`config.mk`:
```
export PLATFORM = sky130hd
export DESIGN_NAME = pixel_capture
export DESIGN_NICKNAME = d
export VERILOG_FILES = /design/src/img_pkg.sv /design/src/pixel_capture.sv
export SDC_FILE = /design/constraint.sdc
export NUM_CORES = 1
export LEC_CHECK = 0
export ABC_AREA = 1
export BUFFER_PORTS_ARGS = -buffer_cell sky130_fd_sc_hd__buf_2
export CAP_MARGIN = 20
export CORE_AREA = 2 2 87 89
export DETAILED_ROUTE_END_ITERATION = 8
export DIE_AREA = 0 0 89 91
export PLACE_DENSITY = 0.77
export SETUP_SLACK_MARGIN = 0.2
export SYNTH_ARGS = -nofsm -noshare
export SYNTH_HDL_FRONTEND = slang
export SYNTH_SLANG_ARGS = --single-unit
```
`constraint.sdc`:
```
create_clock -name clk -period 1.57 [get_ports clk]
set_clock_uncertainty 0.2 [all_clocks]
set_input_delay 0.3925 -clock clk [delete_from_list [all_inputs] [get_ports clk]]
set_output_delay 0.3925 -clock clk [all_outputs]
set_load 0.1 [all_outputs]
```
`src/img_pkg.sv`:
```
package img_pkg;

    // ============================================================
    // Camera pixel
    // ============================================================

    localparam int PIXEL_BITS = 12;

    typedef logic [PIXEL_BITS-1:0] pixel_t;

    // ============================================================
    // Frame geometry
    // ============================================================

    localparam int IMG_WIDTH_MAX = 64;
    localparam int IMG_HEIGHT_MAX = 64;

    // Sized to hold the maximum itself, not just max-1
    typedef logic [$clog2(IMG_WIDTH_MAX+1)-1:0] width_t;
    typedef logic [$clog2(IMG_HEIGHT_MAX+1)-1:0] height_t;

    // ============================================================
    // Highlight and shadow statistics
    // ============================================================

    localparam int STAT_BITS = 18;

    typedef logic [STAT_BITS-1:0] stat_count_t;

    // Top bits all ones is a highlight, all zeros is a shadow
    localparam int STAT_TOP_BITS = 7;

    // Only every 4th column of every 4th row is sampled
    localparam int STAT_STRIDE = 4;

endpackage

```
`src/pixel_capture.sv`:
```
`timescale 1ns/1ps

module pixel_capture import img_pkg::*; (
    input  logic        clk,
    input  logic        fifoIn_rst,
    input  logic        capture_start,
    input  pixel_t      img_d,
    input  logic        img_fv,
    input  logic        img_lv,
    input  logic        pix_ready,
    output logic        pix_trigger,
    output pixel_t      pix_data,
    output logic        capture_done,
    output width_t      image_width,
    output height_t     image_height,
    output stat_count_t highlight_count,
    output stat_count_t shadow_count
);
    localparam int STRIDE_BITS = $clog2(STAT_STRIDE);

    typedef enum logic [1:0] {
        CAP_IDLE,
        CAP_WAIT_LOW,
        CAP_WAIT_HIGH,
        CAP_ACTIVE
    } cap_state_t;

    cap_state_t state;

    pixel_t img_d_q;
    logic fv_q;
    logic lv_q;
    logic lv_prev;

    logic window;
    logic pix_valid;
    logic line_start;

    logic [STRIDE_BITS-1:0] col;
    logic [STRIDE_BITS-1:0] row;
    logic stat_sample;
    logic [STAT_TOP_BITS-1:0] stat_px;

    // ============================================================
    // Camera input registers
    // ============================================================

    always_ff @(posedge clk) begin
        img_d_q <= img_d;
    end

    always_ff @(posedge clk) begin
        if (!fifoIn_rst) begin
            fv_q <= 1'b0;
            lv_q <= 1'b0;
            lv_prev <= 1'b0;
        end else begin
            fv_q <= img_fv;
            lv_q <= img_lv;
            lv_prev <= lv_q;
        end
    end

    // Frame start may coincide with the first line
    assign window = (state == CAP_WAIT_HIGH) || (state == CAP_ACTIVE);
    assign pix_valid = window && fv_q && lv_q;
    assign line_start = pix_valid && !lv_prev;

    // Pixel is dropped if the FIFO can't take it
    assign pix_trigger = pix_valid && pix_ready;
    assign pix_data = img_d_q;

    // ============================================================
    // Frame synchronizer
    // ============================================================

    always_ff @(posedge clk) begin
        if (!fifoIn_rst) begin
            state <= CAP_IDLE;
            capture_done <= 1'b0;
        end else if (capture_start) begin
            // Skip whatever frame is in progress
            state <= CAP_WAIT_LOW;
            capture_done <= 1'b0;
        end else begin
            case (state)
                CAP_WAIT_LOW: begin
                    if (!fv_q) state <= CAP_WAIT_HIGH;
                end
                CAP_WAIT_HIGH: begin
                    if (fv_q) state <= CAP_ACTIVE;
                end
                CAP_ACTIVE: begin
                    if (!fv_q) begin
                        capture_done <= 1'b1;
                        state <= CAP_IDLE;
                    end
                end
                default: ;
            endcase
        end
    end

    // Width of the last line and number of lines
    always_ff @(posedge clk) begin
        if (!fifoIn_rst || capture_start) begin
            image_width <= '0;
            image_height <= '0;
        end else if (line_start) begin
            image_width <= width_t'(1);
            image_height <= image_height + 1'b1;
        end else if (pix_valid) begin
            image_width <= image_width + 1'b1;
        end
    end

    // ============================================================
    // Sampled highlight and shadow counts
    // ============================================================

    // Position within the frame, modulo the stride
    always_ff @(posedge clk) begin
        if (!fifoIn_rst) begin
            col <= '0;
            row <= '0;
        end else begin
            col <= lv_q ? col + 1'b1 : '0;
            if (!fv_q) row <= '0;
            else if (lv_prev && !lv_q) row <= row + 1'b1;
        end
    end

    always_ff @(posedge clk) begin
        stat_px <= img_d_q[PIXEL_BITS-1 -: STAT_TOP_BITS];
    end

    // Classifier runs one cycle behind the sample decision
    always_ff @(posedge clk) begin
        if (!fifoIn_rst || capture_start) begin
            stat_sample <= 1'b0;
            highlight_count <= '0;
            shadow_count <= '0;
        end else begin
            stat_sample <= pix_valid && (col == '0) && (row == '0);
            if (stat_sample) begin
                if (&stat_px) highlight_count <= highlight_count + 1'b1;
                else if (~|stat_px) shadow_count <= shadow_count + 1'b1;
            end
        end
    end

endmodule

```
==> results of run 1 <==
==> Yosys cell counts <==
| cell type | count | area, um2 |
|---|---|---|
| inv_2 | 2 | 7.51 |
| o21a_1 | 3 | 22.5 |
| nor2_4 | 8 | 90.1 |
| nor3_1 | 12 | 60.1 |
| clkbuf_1 | 1 | 3.75 |
| xor2_1 | 1 | 8.76 |
| nand2_2 | 4 | 25.0 |
| nor3b_1 | 2 | 15.0 |
| a211oi_1 | 1 | 7.51 |
| ha_1 | 6 | 75.1 |
| inv_1 | 61 | 229 |
| nor2_1 | 70 | 263 |
| xnor2_1 | 2 | 17.5 |
| dfxtp_1 | 80 | 1600 |
| nor3_2 | 1 | 10.0 |
| o21ai_1 | 5 | 25.0 |
| nor3_4 | 1 | 16.3 |
| or2_2 | 1 | 6.26 |
| a31oi_1 | 6 | 37.5 |
| nand3_2 | 3 | 30.0 |
| buf_6 | 1 | 11.3 |
| nand4_1 | 8 | 50.1 |
| o21ai_0 | 23 | 115 |
| a21oi_1 | 25 | 125 |
| nand2_1 | 92 | 345 |
| buf_2 | 2 | 10.0 |
| buf_1 | 1 | 3.75 |
| nor2_2 | 8 | 50.1 |
| nand4_2 | 1 | 12.5 |
| nand3_1 | 14 | 70.1 |
| nor3b_4 | 1 | 18.8 |
==> metal layers <==
layer,GRT overflow,GRT usage
met5,0,0.0420
met2,110,0.983
met1,0,0.755
met4,68,0.878
met3,2,0.509
==> what timing repair did <==
item / in CTS
pin swaps: 67
resized for setup: 99
hold endpoints to repair: 13
setup endpoints to repair: 104
hold buffers: 13
setup buffers: 73
==> through the flow <==
| stage | hold WS (ns) | TNS (ns) | instance area (um2) |
|---|---|---|---|
| after CTS | 0.0105 | -0.253 | 6480 |
| after global placement | 0.167 | -0.00168 | 5270 |
| after floorplan | 0.193 | -1.05 | 3720 |
| after detailed placement | 0.170 | -0.211 | 5270 |
==> cells by family after synthesis <==
| group | Yosys count | synth area share |
|---|---|---|
| flip-flops | 80 | 0.476 |
| XOR/XNOR | 3 | 0.00781 |
| AND/OR/NAND/NOR | 226 | 0.316 |
| AO/OA/AOI/OAI | 63 | 0.0990 |
| buffers and inverters | 68 | 0.0789 |
| adder cells (fa/ha/maj) | 6 | 0.0223 |
==> metrics, run 1 <==
Synthesized Nets=470; CTS sink cnt=80; largest net degree at the start of global routing=18; IO Count=just over 80; stop err=[ERROR GRT-0232] Routing congestion too high. Check the congestion heatmap in the GUI.; GRT worst endpoint=pix_trigger; Worst End Pin Type=top-level output; syn avg cell area=roughly 7.5 um2; Starting Density=0.471; Die H=91 um; Mapped Area=roughly 3400 um2; Fail Step=5_1_grt; total gr overflow=180; clock buffer count from CTS=9; Inst Count DP=approximately 630; Yosys cell types=31; GRT Util Overall=0.772; GPL Wtd Cong=roughly 0.87; Place WS=-0.0573 ns; cells after synthesis=about 450; Clock Path Buffers=2; yosys warns=0; IO buf count=between 80 and 90; status=stopped before the end; #FFs+latches synth=80; post-synthesis sequential area ratio=0.476; clock root cell=clkbuf_8; Die X=about 89 um; Max H-tree Level=3; Rows=31; Post-DP HPWL=around 6.6 mm
==> run 2, diff against run 1 <==
--- a/config.mk
+++ b/config.mk
@@ -8,11 +8,10 @@
 export ABC_AREA = 1
 export BUFFER_PORTS_ARGS = -buffer_cell sky130_fd_sc_hd__buf_2
 export CAP_MARGIN = 20
-export CORE_AREA = 2 2 87 89
+export CORE_AREA = 2 2 95 97
 export DETAILED_ROUTE_END_ITERATION = 8
-export DIE_AREA = 0 0 89 91
-export PLACE_DENSITY = 0.77
-export SETUP_SLACK_MARGIN = 0.2
+export DIE_AREA = 0 0 97 99
+export PLACE_DENSITY_LB_ADDON = 0.15
 export SYNTH_ARGS = -nofsm -noshare
 export SYNTH_HDL_FRONTEND = slang
 export SYNTH_SLANG_ARGS = --single-unit
==> constraint.sdc (replaced) <==
create_clock -name clk -period 2.04 [get_ports clk]
set_clock_uncertainty 0.2 [all_clocks]
set_input_delay 0.51 -clock clk [delete_from_list [all_inputs] [get_ports clk]]
set_output_delay 0.51 -clock clk [all_outputs]
set_load 0.1 [all_outputs]
==> run 2 against run 1 <==
  * The flow now finishes without violations
  * Synthesized cell count is the same
  * Area after synthesis is the same
==> metrics, run 2 <==
drt initial violations=101; clock root cell=clkbuf_8; Cell Area, Placed=3950 um2 (-25%); Slew HR=0.669; Slew Viols, Final=0; initial antenna violation count=0; Yosys cell types=31 (unchanged); GRT Util Overall=0.159; Reg-to-Reg End=highlight_count[14]$_SDFFE_PP0P_; Max FO, Critical Path=6; top cell type's share of synthesized area=0.476 (unchanged); minimum clock period=between 1.5 and 2 ns; largest cells by area after synthesis=dfxtp_1 48%, nand2_1 10%, nor2_1 7.8%, inv_1 6.8%, a21oi_1 3.7%; Worst Setup End Kind=output pin; WL final=slightly above 7 mm; clk_lat worst skew=around 0.35 ns; most frequent cells in the layout=92 x nand2_1, 80 x buf_2, 69 x nor2_1; DIE AREA=just under 10,000 um2; Post-DP HPWL=5.55 mm (-16%); Mapped Area=3360 um2 (unchanged); Max Cap Violations=0; gr busiest metal=met2; Die H=99 um (+8.8%); Avg Vias per Cell=between 4 and 5; worst slew pin tran=0.500 ns; Peak supply drop=between 0.4 and 0.5 mV; CTS sink cnt=80 (unchanged); post-synthesis sequential area ratio=0.476 (unchanged); RSZ-0062 raised after global routing=false; R2R Setup Slk=0.38 ns; most numerous cell in the Yosys netlist=nand2_1; fin crit share=0.948; Rows=34 (+9.7%); Pre-antenna DRT Iters=5; Setup TNS=0 ns; ratio of cells with drive above 1 in the final layout=0.286; crit start category=register; CP required=1.33 ns; reg-to-reg startpoint=highlight_count[0]$_SDFFE_PP0P_; cells after synthesis=446 (unchanged); first-pass GRT wire length=between 10 and 15 mm; Lkg Pwr=around 1.8 nW; IO Count=82 (unchanged); Final Non-Filler Cells=650; CP Data Arrival Time=about 1.2 ns; Hold Crit Class=input port to register; CTS tree=done; clock buffer count from CTS=9 (unchanged); commonest non-fill, non-tap cell in the layout=nand2_1; R2R cell count=10; Max Fclk=between 0.5 and 0.6 GHz; Post-synth EDFFs=0 (unchanged); PwrDens=710 nW/um2; vias in the first global route=just under 3,000; #FFs+latches synth=80 (unchanged); total gr overflow=0; largest net degree at the start of global routing=20; hold endpoint=pix_data[0]$_DFF_P_; final setup fails=0; syn avg cell area=7.54 um2 (unchanged); final hold vios=0; Starting Density=0.393 (-0.0779); post-CTS setup buffers=0 (-100%); Ant. Diodes=0; layout net count=between 500 and 600; critical setup path kind=register to output pin; clock-pin slew on the worst setup and hold paths=~0.090 ns; Max H-tree Level=3 (unchanged); DR WL/cell=between 10 and 15 um; Die X=97 um (+9.0%); WHS=0.0567 ns; async set-reset flop share out of synthesis=0 (unchanged); top post-synthesis cells by count=92 x nand2_1, 80 x dfxtp_1, 70 x nor2_1; Inst Count DP=634 (+0.16%); worst hold stages=1; post-layout util=0.487; cell taking the most area after synthesis=dfxtp_1; DR DRC count=0; area grow syn2layout=23.7%; met2 Use GR=0.272; HP Start=img_d[0]; met3 Use GR=0.0511; Clock Path Buffers=2 (unchanged); status=complete, no violations; M1 GR Usage=0.193; post-route design area=about 4200 um2; Main synth FF type=dfxtp_1; yosys warns=0 (unchanged); Synthesized Nets=470 (unchanged); GPL Wtd Cong=0.807 (-7.0%); Vias=about 3,000; IO buf count=81 (unchanged); Core ar.=around 8600 um2; Antenna Nets Post-Route=0
## run 2: worst max-delay path by stage
stage	slack (ns)	end	start
2_1_floorplan	-0.04	pix_trigger	state[1]$_SDFFE_PP0P_
3_3_place_gp	0.38	pix_trigger	state[1]$_SDFFE_PP0P_
3_5_place_dp	0.34	pix_trigger	state[1]$_SDFFE_PP0P_
4_1_cts	0.03	pix_trigger	lv_q$_SDFF_PN0_
5_1_grt	0.02	pix_trigger	state[1]$_SDFFE_PP0P_
6_report	0.11	pix_trigger	state[1]$_SDFFE_PP0P_
## run 2: final cells by class
type                    count  area [um2]
clock buffers              10         128
clock inverters             6        68.8
fillers                   840        4390
inverters                  63         236
multi-input cells         298        1510
flip-flops and latches     80        1640
well taps                 108         135
repair buffers             85         450
## run 2: logic make-up after synthesis
logic type / synth area share
AOI/OAI and AO/OA: 0.0990
xor gates and xnor gates: 0.00781
adders and majority gates: 0.0223
buffers and inverters: 0.0789
DFF: 0.476
and+or+nand+nor: 0.316
## run 2: timing repair
item / in CTS / in global routing
hold buffers: 0 / 0
setup endpoints to repair: 1 / 1
gates resized for setup: 2 / 2
## run 2: metrics by stage
stage | total power, W | setup WS, ns
3_3_place_gp | 0.00183 | 0.377
4_1_cts | 0.00298 | 0.0307
5_1_grt | 0.00308 | 0.0248
2_1_floorplan | 0.00178 | -0.0355
6_report | 0.00296 | 0.105
3_5_place_dp | 0.00183 | 0.343
## run 2: critical path, cell delays in order, from the launching register on
cell     delay, ns
dfxtp_2       0.41
nand3_4       0.13
nor2_2        0.15
buf_12        0.19
## run 2: where the power goes
group          leakage (nW)  total, W  internal (W)  switching [W]
clock network        0.0968   0.00116      0.000573       0.000592
logic                  1.04  0.000187     0.0000408       0.000146
registers             0.665   0.00160       0.00158      0.0000195
total                  1.80   0.00296       0.00220       0.000758
## run 2: layer usage
metal	share of wire	vias to the layer above
met3	0.059	9
met1	0.46	1332
met4	0.011	0
li1	-	1594
met5	0	-
met2	0.46	66
No activity file was read; power rests on OpenSTA's default activity.
==> run 3, diff against run 2 <==
--- a/config.mk
+++ b/config.mk
@@ -8,10 +8,12 @@
 export ABC_AREA = 1
 export BUFFER_PORTS_ARGS = -buffer_cell sky130_fd_sc_hd__buf_2
 export CAP_MARGIN = 20
-export CORE_AREA = 2 2 95 97
+export CORE_AREA = 2 2 87 106
+export CTS_BUF_LIST = sky130_fd_sc_hd__clkbuf_8
 export DETAILED_ROUTE_END_ITERATION = 8
-export DIE_AREA = 0 0 97 99
+export DIE_AREA = 0 0 89 108
 export PLACE_DENSITY_LB_ADDON = 0.15
 export SYNTH_ARGS = -nofsm -noshare
 export SYNTH_HDL_FRONTEND = slang
 export SYNTH_SLANG_ARGS = --single-unit
+export TNS_END_PERCENT = 1
==> run 3 against run 2 <==
  * Clock power increased by 10%
  * Worst hold slack got worse by 0.0079 ns
  * Worst setup slack got worse by 0.035 ns
  * Register-to-register slack got worse by 0.03 ns
  * Largest cell class unchanged
  * Sequential power about the same
==> metrics, run 3 (synthesis gave the netlist of run 2 again) <==
status=complete, no violations; CTS sink cnt=80 (unchanged); Slew Viols, Final=0 (unchanged); CP required=1.33 ns (about the same); R2R Setup Slk=0.35 ns (-0.03 ns); Vias=3,025 (+0.80%); DR DRC count=0 (unchanged); slowest stage cell, crit path=buf_2; IO buf count=81 (unchanged); final hold vios=0 (unchanged); CP top delay family=buffers and inverters; vias in the first global route=2,844 (-1.7%); IO Count=82 (unchanged); total gr overflow=0 (unchanged); PwrDens=737 nW/um2 (+3.8%); Pre-antenna DRT Iters=5 (unchanged); Worst Setup End Kind=output pin; Core ar.=8520 um2 (-0.38%); crit start category=register; hold endpoint=pix_data[9]$_DFF_P_; CP Data Arrival Time=1.26 ns (+0.04 ns); RSZ-0062 raised after global routing=false; Die H=108 um (+9.1%); Slew HR=0.667 (-0.00187); Max Fclk=0.508 GHz (-1.8%); Clock Path Buffers=2 (unchanged); minimum clock period=1.97 ns (+0.0352 ns); HP Start=img_d[9]; commonest non-fill, non-tap cell in the layout=nand2_1; Avg Vias per Cell=4.60 (-0.27%); Worst Path Buf+Inv=1 (unchanged); final setup fails=0 (unchanged); Worst path max stage delay=0.47 ns (+0.06 ns); area grow syn2layout=23.8% (about the same); initial antenna violation count=0 (unchanged); Max FO, Critical Path=6 (unchanged); critical path, cell by cell=buf_2; Place WS=0.307 ns (-0.0366 ns); Max Cap Violations=0 (unchanged); R2R cell count=10 (unchanged); Reg-to-Reg End=highlight_count[14]$_SDFFE_PP0P_; critical setup path kind=register to output pin; Lkg Pwr=1.79 nW (-0.61%); Peak supply drop=0.457 mV (+9.6%); CTS tree=done; largest net degree at the start of global routing=33 (+65%); reg-to-reg startpoint=highlight_count[0]$_SDFFE_PP0P_; Max H-tree Level=3 (unchanged); Rows=37 (+8.8%); first-pass GRT wire length=12.2 mm (-4.0%); worst slew pin tran=0.503 ns (+0.00282 ns); post-route design area=4160 um2 (about the same); worst hold stages=1 (unchanged); WL final=7.20 mm (-0.59%); Post-DP HPWL=5.38 mm (-3.1%); most frequent cells in the layout=92 x nand2_1, 80 x buf_2, 69 x nor2_1; GRT Util Overall=0.161 (+0.00139); layout net count=559 (-0.36%); ratio of cells with drive above 1 in the final layout=0.265 (-0.0212); fin crit share=0.966 (+0.0172); post-CTS setup buffers=0 (unchanged); clock-pin slew on the worst setup and hold paths=0.08 ns (about the same); Cell Area, Placed=3930 um2 (-0.54%); Overall Power=0.00307 W (+3.8%); Hold Crit Class=input port to register; drt initial violations=96 (-5.0%); Filler cells=915 (+8.9%); Die X=89 um (-8.2%); Ant. Diodes=0 (unchanged); clk_lat worst skew=0.35 ns (about the same); Starting Density=0.395 (+0.00150); clock buffer count from CTS=9 (unchanged); worst setup margin=0.0703 ns (-0.0352 ns); Antenna Nets Post-Route=0 (unchanged); DIE AREA=9610 um2 (about the same); DR WL/cell=11.0 um (-1.7%); clock root cell=clkbuf_8; GPL Wtd Cong=0.803 (-0.50%); Hold-fix buffers, CTS=0 (unchanged)
[run 3: changes by cell type in the layout (fill, tap and decap cells not counted)]
cell,previous run,this run
inv_6,1,0
dfxtp_2,22,13
clkinvlp_4,1,3
dfxtp_1,56,67
clkinv_4,2,1
clkbuf_1,1,0
bufinv_16,1,2
dfxtp_4,2,0
buf_4,4,2
[run 3: layer usage]
layer  vias to the layer above  track usage  wire length (um)
met5                         -            0                 0
met4                         0       0.0885               179
met3                        10       0.0328               260
met2                        64        0.263              3470
met1                      1359        0.195              3290
li1                       1592            -                 -
[run 3: timing repair]
| action | 4_1_cts | 5_1_grt |
|---|---|---|
| gates resized for setup | 2 | 1 |
| pin swaps | 0 | 0 |
| endpoints found under the setup margin | 1 | 1 |
[run 3: report_power, final]
part | total [W] | internal [W] | switching [W]
logic | 0.000182 | 0.0000381 | 0.000144
clock network | 0.00128 | 0.000688 | 0.000593
registers | 0.00161 | 0.00159 | 0.0000194
[run 3: cell type report]
| type | count | area [um2] | share of cell area |
|---|---|---|---|
| clock buffers | 9 | 124 | 0.0298 |
| clock inverters | 7 | 96.3 | 0.0231 |
| inverters | 63 | 236 | 0.0568 |
| multi-input cells | 298 | 1510 | 0.362 |
| flip-flops and latches | 80 | 1620 | 0.389 |
| well taps | 117 | 146 | 0.0352 |
| repair buffers | 83 | 435 | 0.105 |
[run 3: worst max path at each step]
stage | end | slack, ns | start | cells after the start
2_1_floorplan | shadow_count[11]$_SDFFE_PP0P_ | -0.09 | shadow_count[2]$_SDFFE_PP0P_ | 7
3_3_place_gp | image_width[3]$_SDFFE_PP0P_ | 0.35 | fifoIn_rst | 8
3_5_place_dp | image_width[3]$_SDFFE_PP0P_ | 0.31 | fifoIn_rst | 8
4_1_cts | pix_trigger | 0.005 | lv_q$_SDFF_PN0_ | 3
5_1_grt | highlight_count[10] | 0.009 | highlight_count[10]$_SDFFE_PP0P_ | 1
6_report | highlight_count[10] | 0.07 | highlight_count[10]$_SDFFE_PP0P_ | 1
[run 3: stage by stage]
step / hold slack, ns / util / setup TNS (ns) / cells
after CTS: 0.0264 / 0.488 / 0 / 657
after floorplan: 0.193 / - / -0.642 / 446
after global placement: 0.165 / 0.462 / 0 / 641
final: 0.0488 / 0.489 / 0 / 657
after detailed placement: 0.154 / 0.462 / 0 / 641
after global routing: 0.0239 / 0.489 / 0 / 657
