===== src/img_pkg.sv =====
package img_pkg;

    // ============================================================
    // Camera pixel
    // ============================================================

    localparam int PIXEL_BITS = 12;

    typedef logic [PIXEL_BITS-1:0] pixel_t;

    // ============================================================
    // Frame geometry
    // ============================================================

    localparam int IMG_WIDTH_MAX = 64;
    localparam int IMG_HEIGHT_MAX = 64;

    // Sized to hold the maximum itself, not just max-1
    typedef logic [$clog2(IMG_WIDTH_MAX+1)-1:0] width_t;
    typedef logic [$clog2(IMG_HEIGHT_MAX+1)-1:0] height_t;

    // ============================================================
    // Highlight and shadow statistics
    // ============================================================

    localparam int STAT_BITS = 18;

    typedef logic [STAT_BITS-1:0] stat_count_t;

    // Top bits all ones is a highlight, all zeros is a shadow
    localparam int STAT_TOP_BITS = 7;

    // Only every 4th column of every 4th row is sampled
    localparam int STAT_STRIDE = 4;

endpackage


===== src/buf_pkg.sv =====
package buf_pkg;

    // ============================================================
    // Frame buffer RAM
    // ============================================================

    // Pixels are zero-extended into the stored word
    localparam int RAM_WORD_BITS = 16;

    typedef logic [RAM_WORD_BITS-1:0] ram_word_t;

    // One of two blocks
    typedef logic [0:0] ram_block_t;

    // Each block holds one frame of maximum size
    localparam int BLOCK_WORDS = img_pkg::IMG_WIDTH_MAX * img_pkg::IMG_HEIGHT_MAX;
    localparam int RAM_OFFSET_BITS = $clog2(BLOCK_WORDS);

    // Block bit on top, word offset below
    typedef logic [RAM_OFFSET_BITS:0] ram_addr_t;

    // ============================================================
    // Stage FIFOs
    // ============================================================

    localparam int FIFO_DEPTH = 8;

    // Free entries held back for a RAM read already in flight
    localparam int FIFO_SLACK = 2;

endpackage


===== src/word_fifo.sv =====
`timescale 1ns/1ps

module word_fifo import buf_pkg::*; #(
    parameter type T = ram_word_t
) (
    input  logic clk,
    input  logic fifoIn_rst,
    input  logic write_trigger,
    input  T     write_data,
    output logic write_ready,
    input  logic read_trigger,
    output T     read_data,
    output logic read_ready
);
    localparam int PTR_BITS = $clog2(FIFO_DEPTH);
    localparam int CNT_BITS = $clog2(FIFO_DEPTH + 1);

    T mem [0:FIFO_DEPTH-1];

    logic [PTR_BITS-1:0] wr_ptr;
    logic [PTR_BITS-1:0] rd_ptr;
    logic [CNT_BITS-1:0] count;
    logic do_write;
    logic do_read;

    // A write past the slack limit still lands while not full
    assign do_write = write_trigger && (count != CNT_BITS'(FIFO_DEPTH));
    assign do_read = read_trigger && read_ready;

    assign write_ready = count <= CNT_BITS'(FIFO_DEPTH - FIFO_SLACK);
    assign read_ready = count != '0;
    assign read_data = mem[rd_ptr];

    always_ff @(posedge clk) begin
        if (do_write) mem[wr_ptr] <= write_data;
    end

    always_ff @(posedge clk) begin
        if (!fifoIn_rst) begin
            wr_ptr <= '0;
            rd_ptr <= '0;
            count <= '0;
        end else begin
            if (do_write) begin
                wr_ptr <= (wr_ptr == PTR_BITS'(FIFO_DEPTH - 1)) ? '0 : wr_ptr + 1'b1;
            end
            if (do_read) begin
                rd_ptr <= (rd_ptr == PTR_BITS'(FIFO_DEPTH - 1)) ? '0 : rd_ptr + 1'b1;
            end
            case ({do_write, do_read})
                2'b10: count <= count + 1'b1;
                2'b01: count <= count - 1'b1;
                default: ;
            endcase
        end
    end

endmodule


===== config.mk =====
export PLATFORM = sky130hd
export DESIGN_NAME = word_fifo
export DESIGN_NICKNAME = d
export VERILOG_FILES = /design/src/img_pkg.sv /design/src/buf_pkg.sv /design/src/word_fifo.sv
export SDC_FILE = /design/constraint.sdc
export NUM_CORES = 1
export LEC_CHECK = 0
export ABC_AREA = 0
export BUFFER_PORTS_ARGS = -buffer_cell sky130_fd_sc_hd__buf_2
export CORE_MARGIN = 2
export CORE_UTILIZATION = 45
export DETAILED_ROUTE_END_ITERATION = 12
export PLACE_DENSITY = 0.59
export SLEW_MARGIN = 30
export SYNTH_ARGS = -nofsm -noshare
export SYNTH_HDL_FRONTEND = slang
export SYNTH_SLANG_ARGS = --single-unit

===== constraint.sdc =====
create_clock -name clk -period 8.5 [get_ports clk]
set_clock_uncertainty 0.05 [all_clocks]
set_input_delay 1.7 -clock clk [delete_from_list [all_inputs] [get_ports clk]]
set_output_delay 1.7 -clock clk [all_outputs]
set_load 0.02 [all_outputs]

==> results.ini, run 1 <==
[run_status]
status=complete, no violations

[floorplanning]
rows=40
dieArea_um2=13500
die-height_um=116
start_util_pct=46.6
io_pins=38
die_width_um=116
design.core.area_um2=12100

[power_and_ir_drop]
p_leak_nw=2.24
peakVddDrop_v=0.000171
p_sw_share_pct=24.4
power.internal_mw=1.43
power.switching_uw=461
power_frac_clock_pct=37.4
power_mw=1.89
power_density_nw_per_um2=287
seq_power_share_pct=45.5
p_comb_share_pct=17.1

[yosys]
ys_warn_count=0
muxShareOfSynthArea_pct=18.6
syn-num-nets=287
synth_compound_area_share_pct=1.44
ys.flop_type=edfxtp_1
synthTopCellsByArea=edfxtp_1 (68%), mux4_1 (11%), dfxtp_1 (4.6%), mux2_2 (3.2%), mux4_2 (3.2%)
synthAdderAreaFrac_pct=1.55
synth_xor_area_share_pct=0.466
ys_ff_latch=141
synth_top_area_share_pct=68.1
yosys.cell_count.top_type=edfxtp_1
avgSynthCellArea_um2=21.7
synth_common_cells=edfxtp_1 (128), mux4_1 (24), mux2_2 (16)
ys_async_sr_fraction_pct=0
yosys.area_share.simple_pct=3.13
yosysUniqueCellTypes=34
synth_edf_count=128
synth_top_area_cell=edfxtp_1
synth_top_family_by_area=multiplexers
seq_area_frac_synth_pct=72.7
synth.cell_area_um2=5640
syn_inst=260

[layout]
layout.nets=340
nFillCells=975
drive_gt1_share_pct=32.2
multi_input_area_um2=1460
diodes=0
area_delta_synth_final_pct=16.9
layoutNonFillerInstCount=494
regArea_um2=4110

[sta]
worstMarginPinSlew_ns=0.925
finalSetupViolCount=0
hold_viol_final=0
post-route-period-util_pct=46.8
min_period_ns=3.98
relSlewSlack_pct=38.1
rsz0062_at_grt=false
slew_viol_final=0
tns_ns=0
max_clock_freq_ghz=0.251
hold_slack_ns=0.456

[clocking]
numClockSinks=141
cts_tree=done
clockRootBuffer=clkbuf_16
clk_path_buf_depth=2
cts_resized=0
cts.clk_slew.worst_paths_ns=0.05
cts_made_buffers=17
insertion_delay_ns=0.42
holdBufCountCts=0
postCtsSetupRepairBufs=0
h-tree-depth=4

[setup_path]
crit_buf_inv=1
crit_type=register to output pin
path_cells=mux4_1 -> mux2_2 -> buf_2
path_delay_family=multiplexers
cp_slowest_cell=dfxtp_4
critPathLaunchType=register
end_kind=output pin
crit_path_max_fanout=32
critPathMaxStageDelay_ns=0.72
r2r_cells=9
critical_path_required_ns=6.75
worst-endpoint-arrival_ns=2.23
crit_cells=3

[drt]
drt_iter0_drc=174
vias=2599
via_per_inst=5.26
ant_nets=0
drtPass1Iterations=4
wl_per_cell_um=19.4
wl_um=9570
drc=0

[placement]
gp_congestion=0.682
placement.io_buffers=37
dp_hpwl_um=5790
placed_cells=462

[grt]
grt_pass1_vias=2718
grt_max_degree=33
antenna_found_initial=0
gr-usage-all-layers_pct=15.9
overflow=0
grt_first_pass_wirelength_um=14900

[run]
drv_cap=0

[worst_hold_path]
hold_path_class=register to register
holdPathStages=2

power groups by stage:
stage / sequential, mW / combinational, mW / clock, mW
after global placement: 0.875 / 0.326 / 0
after global routing: 0.870 / 0.354 / 0.751
final: 0.860 / 0.323 / 0.707
after floorplan: 0.826 / 0.301 / 0
after CTS: 0.863 / 0.330 / 0.725
after detailed placement: 0.877 / 0.328 / 0
metal layers:
metal | global-route usage, % | wire (um) | vias up
li1 | - | - | 1205
met1 | 19.6 | 4330 | 1336
met2 | 26.3 | 4780 | 43
met3 | 5.81 | 320 | 15
met4 | 5.48 | 127 | 0
met5 | 0 | 0 | -
cell usage in the layout, fill, tap and decap left out, types with 2 or more instances in the layout:
cell / Yosys / final
dfxtp_1: 13 / 10
a21boi_0: 3 / 3
nand2_1: 6 / 6
bufinv_16: 0 / 3
buf_2: 0 / 37
dfxtp_2: 0 / 2
clkinv_1: 0 / 3
o21ai_0: 2 / 2
mux2i_1: 6 / 6
nor2b_1: 5 / 5
nor2_1: 3 / 3
nor3_2: 0 / 4
mux4_2: 8 / 8
buf_4: 0 / 8
xor2_1: 2 / 2
clkbuf_16: 0 / 17
clkbuf_1: 3 / 6
clkinv_2: 0 / 2
or3_1: 2 / 2
ha_1: 7 / 7
a31oi_1: 2 / 2
mux2_2: 16 / 16
mux4_1: 24 / 24
inv_1: 2 / 2
edfxtp_1: 128 / 128
nand2b_1: 2 / 2
per-stage QoR:
stage                     setup slack, ns  instance area, um2  utilization (%)
after floorplan                      4.66                5640                -
after global placement               4.57                6020             49.7
after detailed placement             4.90                6030             49.8
after CTS                            4.44                6600             54.5
after global routing                 4.39                6600             54.5
final                                4.52                6600             54.5
final timing paths:
| check | endpoint | from | slack, ns |
|---|---|---|---|
| min reg2reg | register | rd_ptr[0] | 0.46 |
| min | register | rd_ptr[0] | 0.46 |
| max reg2reg | count[2] | count[0] | 5.90 |
| max | read_data[4] | register | 4.52 |
kinds of logic (layout without fill, tap and decap cells):
family | Yosys count | after routing
xor+xnor | 3 | 3
mux | 54 | 54
flops | 141 | 141
compound gates | 11 | 11
buf+inv | 13 | 79
simple gates | 31 | 31
fa+ha+maj | 7 | 7
final cells by class:
class,instances,area share (%)
tap,168,3.19
timing repair buffer,45,3.72
multi-input combinational,106,22.1
clock inverter,9,1.80
inverter,2,0.114
clock buffer,23,6.79
sequential,141,62.3
state kept, by name, summed over array words and instances, names as in the netlist, named ones only:
name and count:
count 4, mem 128, rd_ptr 3, wr_ptr 3
tightest hold or removal path: stages (launching register included):
cell and delay, ns:
dfxtp_1 0.32, nand2_1 0.05, a21boi_0 0.09
Power figures use the tool's default switching activity.
==> inputs of run 2 (changes only) <==
--- a/config.mk
+++ b/config.mk
@@ -10,7 +10,7 @@
 export CORE_MARGIN = 2
 export CORE_UTILIZATION = 45
 export DETAILED_ROUTE_END_ITERATION = 12
-export PLACE_DENSITY = 0.59
+export PLACE_DENSITY = 0.62
 export SLEW_MARGIN = 30
 export SYNTH_ARGS = -nofsm -noshare
 export SYNTH_HDL_FRONTEND = slang
==> constraint.sdc (replaced) <==
create_clock -name clk -period 3.47 [get_ports clk]
set_clock_uncertainty 0.05 [all_clocks]
set_input_delay 0.694 -clock clk [delete_from_list [all_inputs] [get_ports clk]]
set_output_delay 0.694 -clock clk [all_outputs]
set_load 0.02 [all_outputs]
==> results.ini, run 2 (synthesis gave the netlist of run 1 again) <==
[run_status]
status=complete, no violations

[layout]
diodes=0  ; unchanged
drive_gt1_share_pct=34.6  ; +2.4 points
layout.nets=347  ; +2.1%
final_common_cell=edfxtp_1
reg_top3=mem (128), count (4)
largest_reg_flops=128  ; unchanged
layout_common_cells=edfxtp_1 (128), buf_2 (37), mux4_1 (24)
final_core_util_pct=55.2  ; +0.72 points
regMostFlops=mem
layoutNonFillerInstCount=500  ; +1.2%
area_delta_synth_final_pct=18.5

[setup_path]
worst-endpoint-arrival_ns=2.07  ; -0.16 ns
crit_buf_inv=2  ; +1
cp_slowest_cell=mux4_1
path_cells=buf_12 -> mux4_1 -> mux2_2 -> buf_2
r2r_cells=10  ; +1
path_delay_family=multiplexers
crit_type=register to output pin
r2r_start=count[1]
end_kind=output pin
crit_path_max_fanout=32  ; unchanged
critical_path_required_ns=2.73  ; -4.02 ns
critPathMaxStageDelay_ns=0.61  ; -0.11 ns
timing.rr.end=count[2]
critPathLaunchType=register
rrSetupSlack_ns=0.88  ; -5.02 ns

[sta]
tns_ns=0  ; unchanged
slew_viol_final=0  ; unchanged
setup_slack_ns=0.659  ; -3.86 ns
worstMarginPinSlew_ns=0.683  ; -0.242 ns
max_clock_freq_ghz=0.356
finalSetupViolCount=0  ; unchanged
hold_viol_final=0  ; unchanged
post-route-period-util_pct=81.0
min_period_ns=2.81
rsz0062_at_grt=false
relSlewSlack_pct=54.2  ; +16 points

[worst_hold_path]
min_from=count[3]
holdPathStages=2  ; unchanged
hold_path_end=count[3]
hold_path_class=register to register

[floorplanning]
rows=40  ; unchanged
start_util_pct=46.6  ; unchanged
design.core.area_um2=12100  ; unchanged
dieArea_um2=13500  ; unchanged
io_pins=38  ; unchanged
die_width_um=116  ; unchanged
die-height_um=116  ; unchanged

[placement]
dp_hpwl_um=5640  ; -2.6%
placement.io_buffers=37  ; unchanged
pre_cts_slack_ns=0.876  ; -4.03 ns
placed_cells=469  ; +1.5%
gp_congestion=0.765  ; +12%

[power_and_ir_drop]
power_density_nw_per_um2=713  ; +150%
p_leak_nw=2.29  ; +2.3%
power_mw=4.76  ; +150%
peakVddDrop_v=0.000343  ; +100%

[clocking]
cts.clk_slew.worst_paths_ns=0.06  ; about the same
clockRootBuffer=clkbuf_16
cts_made_buffers=17  ; unchanged
cts_resized=0  ; unchanged
holdBufCountCts=0  ; unchanged
insertion_delay_ns=0.41  ; about the same
h-tree-depth=4  ; unchanged
numClockSinks=141  ; unchanged
postCtsSetupRepairBufs=0  ; unchanged
cts_tree=done
clk_path_buf_depth=2  ; unchanged

[grt]
grt_max_degree=33  ; unchanged
grt_first_pass_wirelength_um=14700  ; -1.7%
grt_pass1_vias=2632  ; -3.2%
gr-usage-all-layers_pct=15.8  ; -0.099 points
overflow=0  ; unchanged
antenna_found_initial=0  ; unchanged

[drt]
wl_um=9720  ; +1.6%
vias=2614  ; +0.58%
drt_iter0_drc=193  ; +11%
drc=0  ; unchanged
ant_nets=0  ; unchanged
wl_per_cell_um=19.4  ; +0.38%
drtPass1Iterations=4  ; unchanged
via_per_inst=5.23  ; -0.63%

[run]
drv_cap=0  ; unchanged

## run 2: cell types whose count changed in the layout (fill, tap and decap cells not counted), moves of 2 or more
cell,before,now
dfxtp_1,10,12
clkbuf_1,6,1
buf_4,8,14
clkinvlp_4,1,3
## run 2: area by class of cell
type                       instances  area [um2]
fill                             946        5430
sequential                       141        4110
multi-input combinational        106        1450
clock buffer                      18         429
timing repair buffer              52         310
tap                              168         210
clock inverter                    13         174
inverter                           2        7.51
## run 2: worst max-delay path by stage
stage,startpoint,end,slack (ns),depth (start not counted)
floorplan,write_trigger,mem[0][0],0.63,2
global placement,count[0],count[2],0.98,10
detailed placement,count[0],count[2],0.88,10
CTS,register,read_data[4],0.63,4
global route,register,read_data[4],0.58,4
finish,register,read_data[4],0.66,4
## run 2: layer usage
layer / GRT usage (%) / vias to the layer above / wire (um)
met5: 0 / - / 0
met4: 6.27 / 0 / 142
met3: 5.86 / 15 / 359
met2: 23.5 / 47 / 4610
met1: 21.4 / 1335 / 4610
li1: - / 1217 / -
## run 2: report_power, final
part | internal (mW) | leakage [nW] | switching [mW] | total, mW
combinational | 0.454 | 0.735 | 0.466 | 0.920
clock | 1.19 | 0.287 | 0.646 | 1.83
sequential | 1.95 | 1.27 | 0.0599 | 2.01
## run 2: tightest hold or removal path: cells and delay by family (launching register included)
kind	cells	cell delay, ns
flops	1	0.33
mux	1	0.05
simple gates	1	0.06
## run 2: stage by stage
stage	hold slack (ns)	instance area, um2
after floorplan	0.410	5640
after global placement	0.437	6080
after detailed placement	0.448	6080
after CTS	0.458	6690
after global routing	0.478	6690
final	0.451	6690
==> inputs of run 3 (changes only) <==
--- a/config.mk
+++ b/config.mk
@@ -5,7 +5,7 @@
 export SDC_FILE = /design/constraint.sdc
 export NUM_CORES = 1
 export LEC_CHECK = 0
-export ABC_AREA = 0
+export ABC_AREA = 1
 export BUFFER_PORTS_ARGS = -buffer_cell sky130_fd_sc_hd__buf_2
 export CORE_MARGIN = 2
 export CORE_UTILIZATION = 45
==> constraint.sdc (replaced) <==
create_clock -name clk -period 2.4 [get_ports clk]
set_clock_uncertainty 0.05 [all_clocks]
set_input_delay 0.48 -clock clk [delete_from_list [all_inputs] [get_ports clk]]
set_output_delay 0.48 -clock clk [all_outputs]
set_load 0.02 [all_outputs]
==> results.ini, run 3 <==
[run_status]
status=complete, no violations

[grt]
gr-usage-all-layers_pct=18.0  ; +2.1 points
grt_first_pass_wirelength_um=17700  ; +20%
grt_pass1_vias=3327  ; +26%
grt_max_degree=46  ; +39%
antenna_found_initial=0  ; unchanged
overflow=0  ; unchanged

[sta]
post-route-period-util_pct=94.0
hold_slack_ns=0.293  ; -0.158 ns
max_clock_freq_ghz=0.443
min_period_ns=2.26
worstMarginPinSlew_ns=0.329  ; -0.354 ns
setup_slack_ns=0.143  ; -0.516 ns
slew_viol_final=0  ; unchanged
finalSetupViolCount=0  ; unchanged
hold_viol_final=0  ; unchanged
tns_ns=0  ; unchanged
relSlewSlack_pct=78.1  ; +24 points
rsz0062_at_grt=false

[layout]
largest_reg_flops=128  ; unchanged
area_delta_synth_final_pct=16.5
diodes=0  ; unchanged
final_core_util_pct=53.2  ; -2.0 points
regMostFlops=mem
layout.nets=536  ; +54%
layout_common_cells=edfxtp_1 (128), nor2_1 (78), nand2_1 (61)
final_common_cell=edfxtp_1
reg_top3=mem (128), count (4)
drive_gt1_share_pct=17.0  ; -18 points

[power_and_ir_drop]
power_density_nw_per_um2=1110  ; +56%
peakVddDrop_v=0.000539  ; +57%
p_leak_nw=2.44  ; +6.7%

[floorplanning]
io_pins=38  ; unchanged
dieArea_um2=13600  ; +0.85%
design.core.area_um2=12500  ; +2.9%
die-height_um=116  ; +0.43%
die_width_um=116  ; +0.43%
start_util_pct=45.7  ; -0.92 points
rows=41  ; +2.5%

[drt]
ant_nets=0  ; unchanged
drt_iter0_drc=289  ; +50%
vias=3538  ; +35%
wl_um=11300  ; +16%
drtPass1Iterations=4  ; unchanged
wl_per_cell_um=16.3  ; -16%
via_per_inst=5.10  ; -2.5%
drc=0  ; unchanged

[yosys]
synth_edf_count=128  ; unchanged
synth_top_area_cell=edfxtp_1
synth_common_cells=edfxtp_1 (128), nor2_1 (78), nand2_1 (61)
avgSynthCellArea_um2=12.5  ; -42%
yosysUniqueCellTypes=24  ; -29%
ys_warn_count=0  ; unchanged
ys_ff_latch=141  ; unchanged
yosys.cell_count.top_type=edfxtp_1
ys.flop_type=edfxtp_1
synth_top_area_share_pct=67.5  ; -0.60 points
synthTopCellsByArea=edfxtp_1 (68%), nor2_1 (5.1%), o21ai_0 (4.8%), dfxtp_1 (4.6%), nand2_1 (4.0%)
ys_async_sr_fraction_pct=0  ; unchanged
seq_area_frac_synth_pct=72.1  ; -0.64 points
synth.cell_area_um2=5690  ; +0.89%
syn_inst=454  ; +75%
syn-num-nets=481  ; +68%

[worst_hold_path]
hold_path_class=input port to register

[clocking]
cts_made_buffers=17  ; unchanged
clk_path_buf_depth=2  ; unchanged
clockRootBuffer=clkbuf_16
cts_tree=done
h-tree-depth=4  ; unchanged
numClockSinks=141  ; unchanged
insertion_delay_ns=0.41  ; about the same
cts.clk_slew.worst_paths_ns=0.05  ; about the same

[setup_path]
critPathMaxStageDelay_ns=0.37  ; -0.24 ns
critical_path_required_ns=1.87  ; -0.86 ns
crit_type=register to output pin
crit_path_max_fanout=19  ; -41%
path_cells=inv_4 -> buf_12 -> o21ai_0 -> o21ai_1 -> nand2_1 -> nand2_1 -> buf_2
rrSetupSlack_ns=0.33  ; -0.55 ns
critPathLaunchType=register
cp_slowest_cell=dfxtp_4
worst-endpoint-arrival_ns=1.73  ; -0.34 ns
crit_buf_inv=3  ; +1
path_delay_family=buffers and inverters
end_kind=output pin
crit_top_cell=nand2_1

[placement]
placement.io_buffers=37  ; unchanged
dp_hpwl_um=6760  ; +20%
gp_congestion=0.789  ; +3.1%
pre_cts_slack_ns=0.313  ; -0.562 ns

[run]
drv_cap=0  ; unchanged

-- run 3: cell types whose count changed after synthesis, sizes merged, moves of 6 or more --
cell and change:
nand3 +6, o22ai +16, nor2 +79, mux4 -32, mux2i +10, o21ai +71
inv +15, mux2 -16, buf +12, nand2 +55
-- run 3: through the flow --
step / total power [mW] / instances / instance area, um2
after global placement: 5.19 / 661 / 6120
after detailed placement: 5.24 / 661 / 6120
after global routing: 7.81 / 694 / 6630
after CTS: 7.44 / 693 / 6620
final: 7.37 / 694 / 6630
after floorplan: 4.60 / 454 / 5690
-- run 3: power by group --
part	internal, mW	total [mW]	switching [mW]
Combinational	0.751	2.17	1.42
Sequential	2.92	3.03	0.116
Clock	1.28	2.17	0.886
-- run 3: path summary, 6_finish.rpt --
check / from / endpoint / cells past startpoint
worst max-delay path: register / read_data[7] / 7
worst min-delay path: write_data[2] / mem[2][2] / 1
worst max register to register: count[0] / count[2] / 13
worst min register to register: count[0] / count[0] / 1
-- run 3: cell type report --
cell class              instances  area (um2)
clock buffers                  20         437
clock inverters                12        55.1
fillers                      1044        5830
inverters                      17        66.3
multi-input cells             274        1370
flip-flops and latches        141        4110
well taps                     172         215
repair buffers                 58         379
-- run 3: worst register-to-register path, stage by stage (launching register included) --
cell	delay [ns]
dfxtp_1	0.41
nor2_1	0.09
nand3_1	0.10
nand2_1	0.08
inv_1	0.14
ha_1	0.27
nand2_1	0.07
inv_1	0.06
nor2_1	0.05
ha_1	0.18
a21oi_1	0.17
xnor2_1	0.09
o21ai_0	0.15
inv_1	0.05
-- run 3: kinds of logic after synthesis --
kind of cell | Yosys count | synth area share (%)
simple gates | 152 | 10.4
flops | 141 | 72.1
buf+inv | 39 | 3.85
fa+ha+maj | 7 | 1.54
compound gates | 97 | 8.97
mux | 16 | 2.81
xor+xnor | 2 | 0.308
-- run 3: layer usage --
layer / track usage, % / wire length (um) / part of all wire, % / up-vias
met3: 5.24 / 565 / 5.0 / 13
met5: 0 / 0 / 0 / -
met1: 23.8 / 5160 / 46 / 1726
met4: 6.75 / 126 / 1.1 / 0
met2: 28.2 / 5460 / 48 / 71
li1: - / - / - / 1728
-- run 3: repair_timing --
item | CTS | global route
endpoints found under the setup margin | 4 | 16
gates resized for setup | 2 | 2
setup buffers | 0 | 1
hold buffers | 0 | 0
endpoints found under the hold margin | 0 | 0
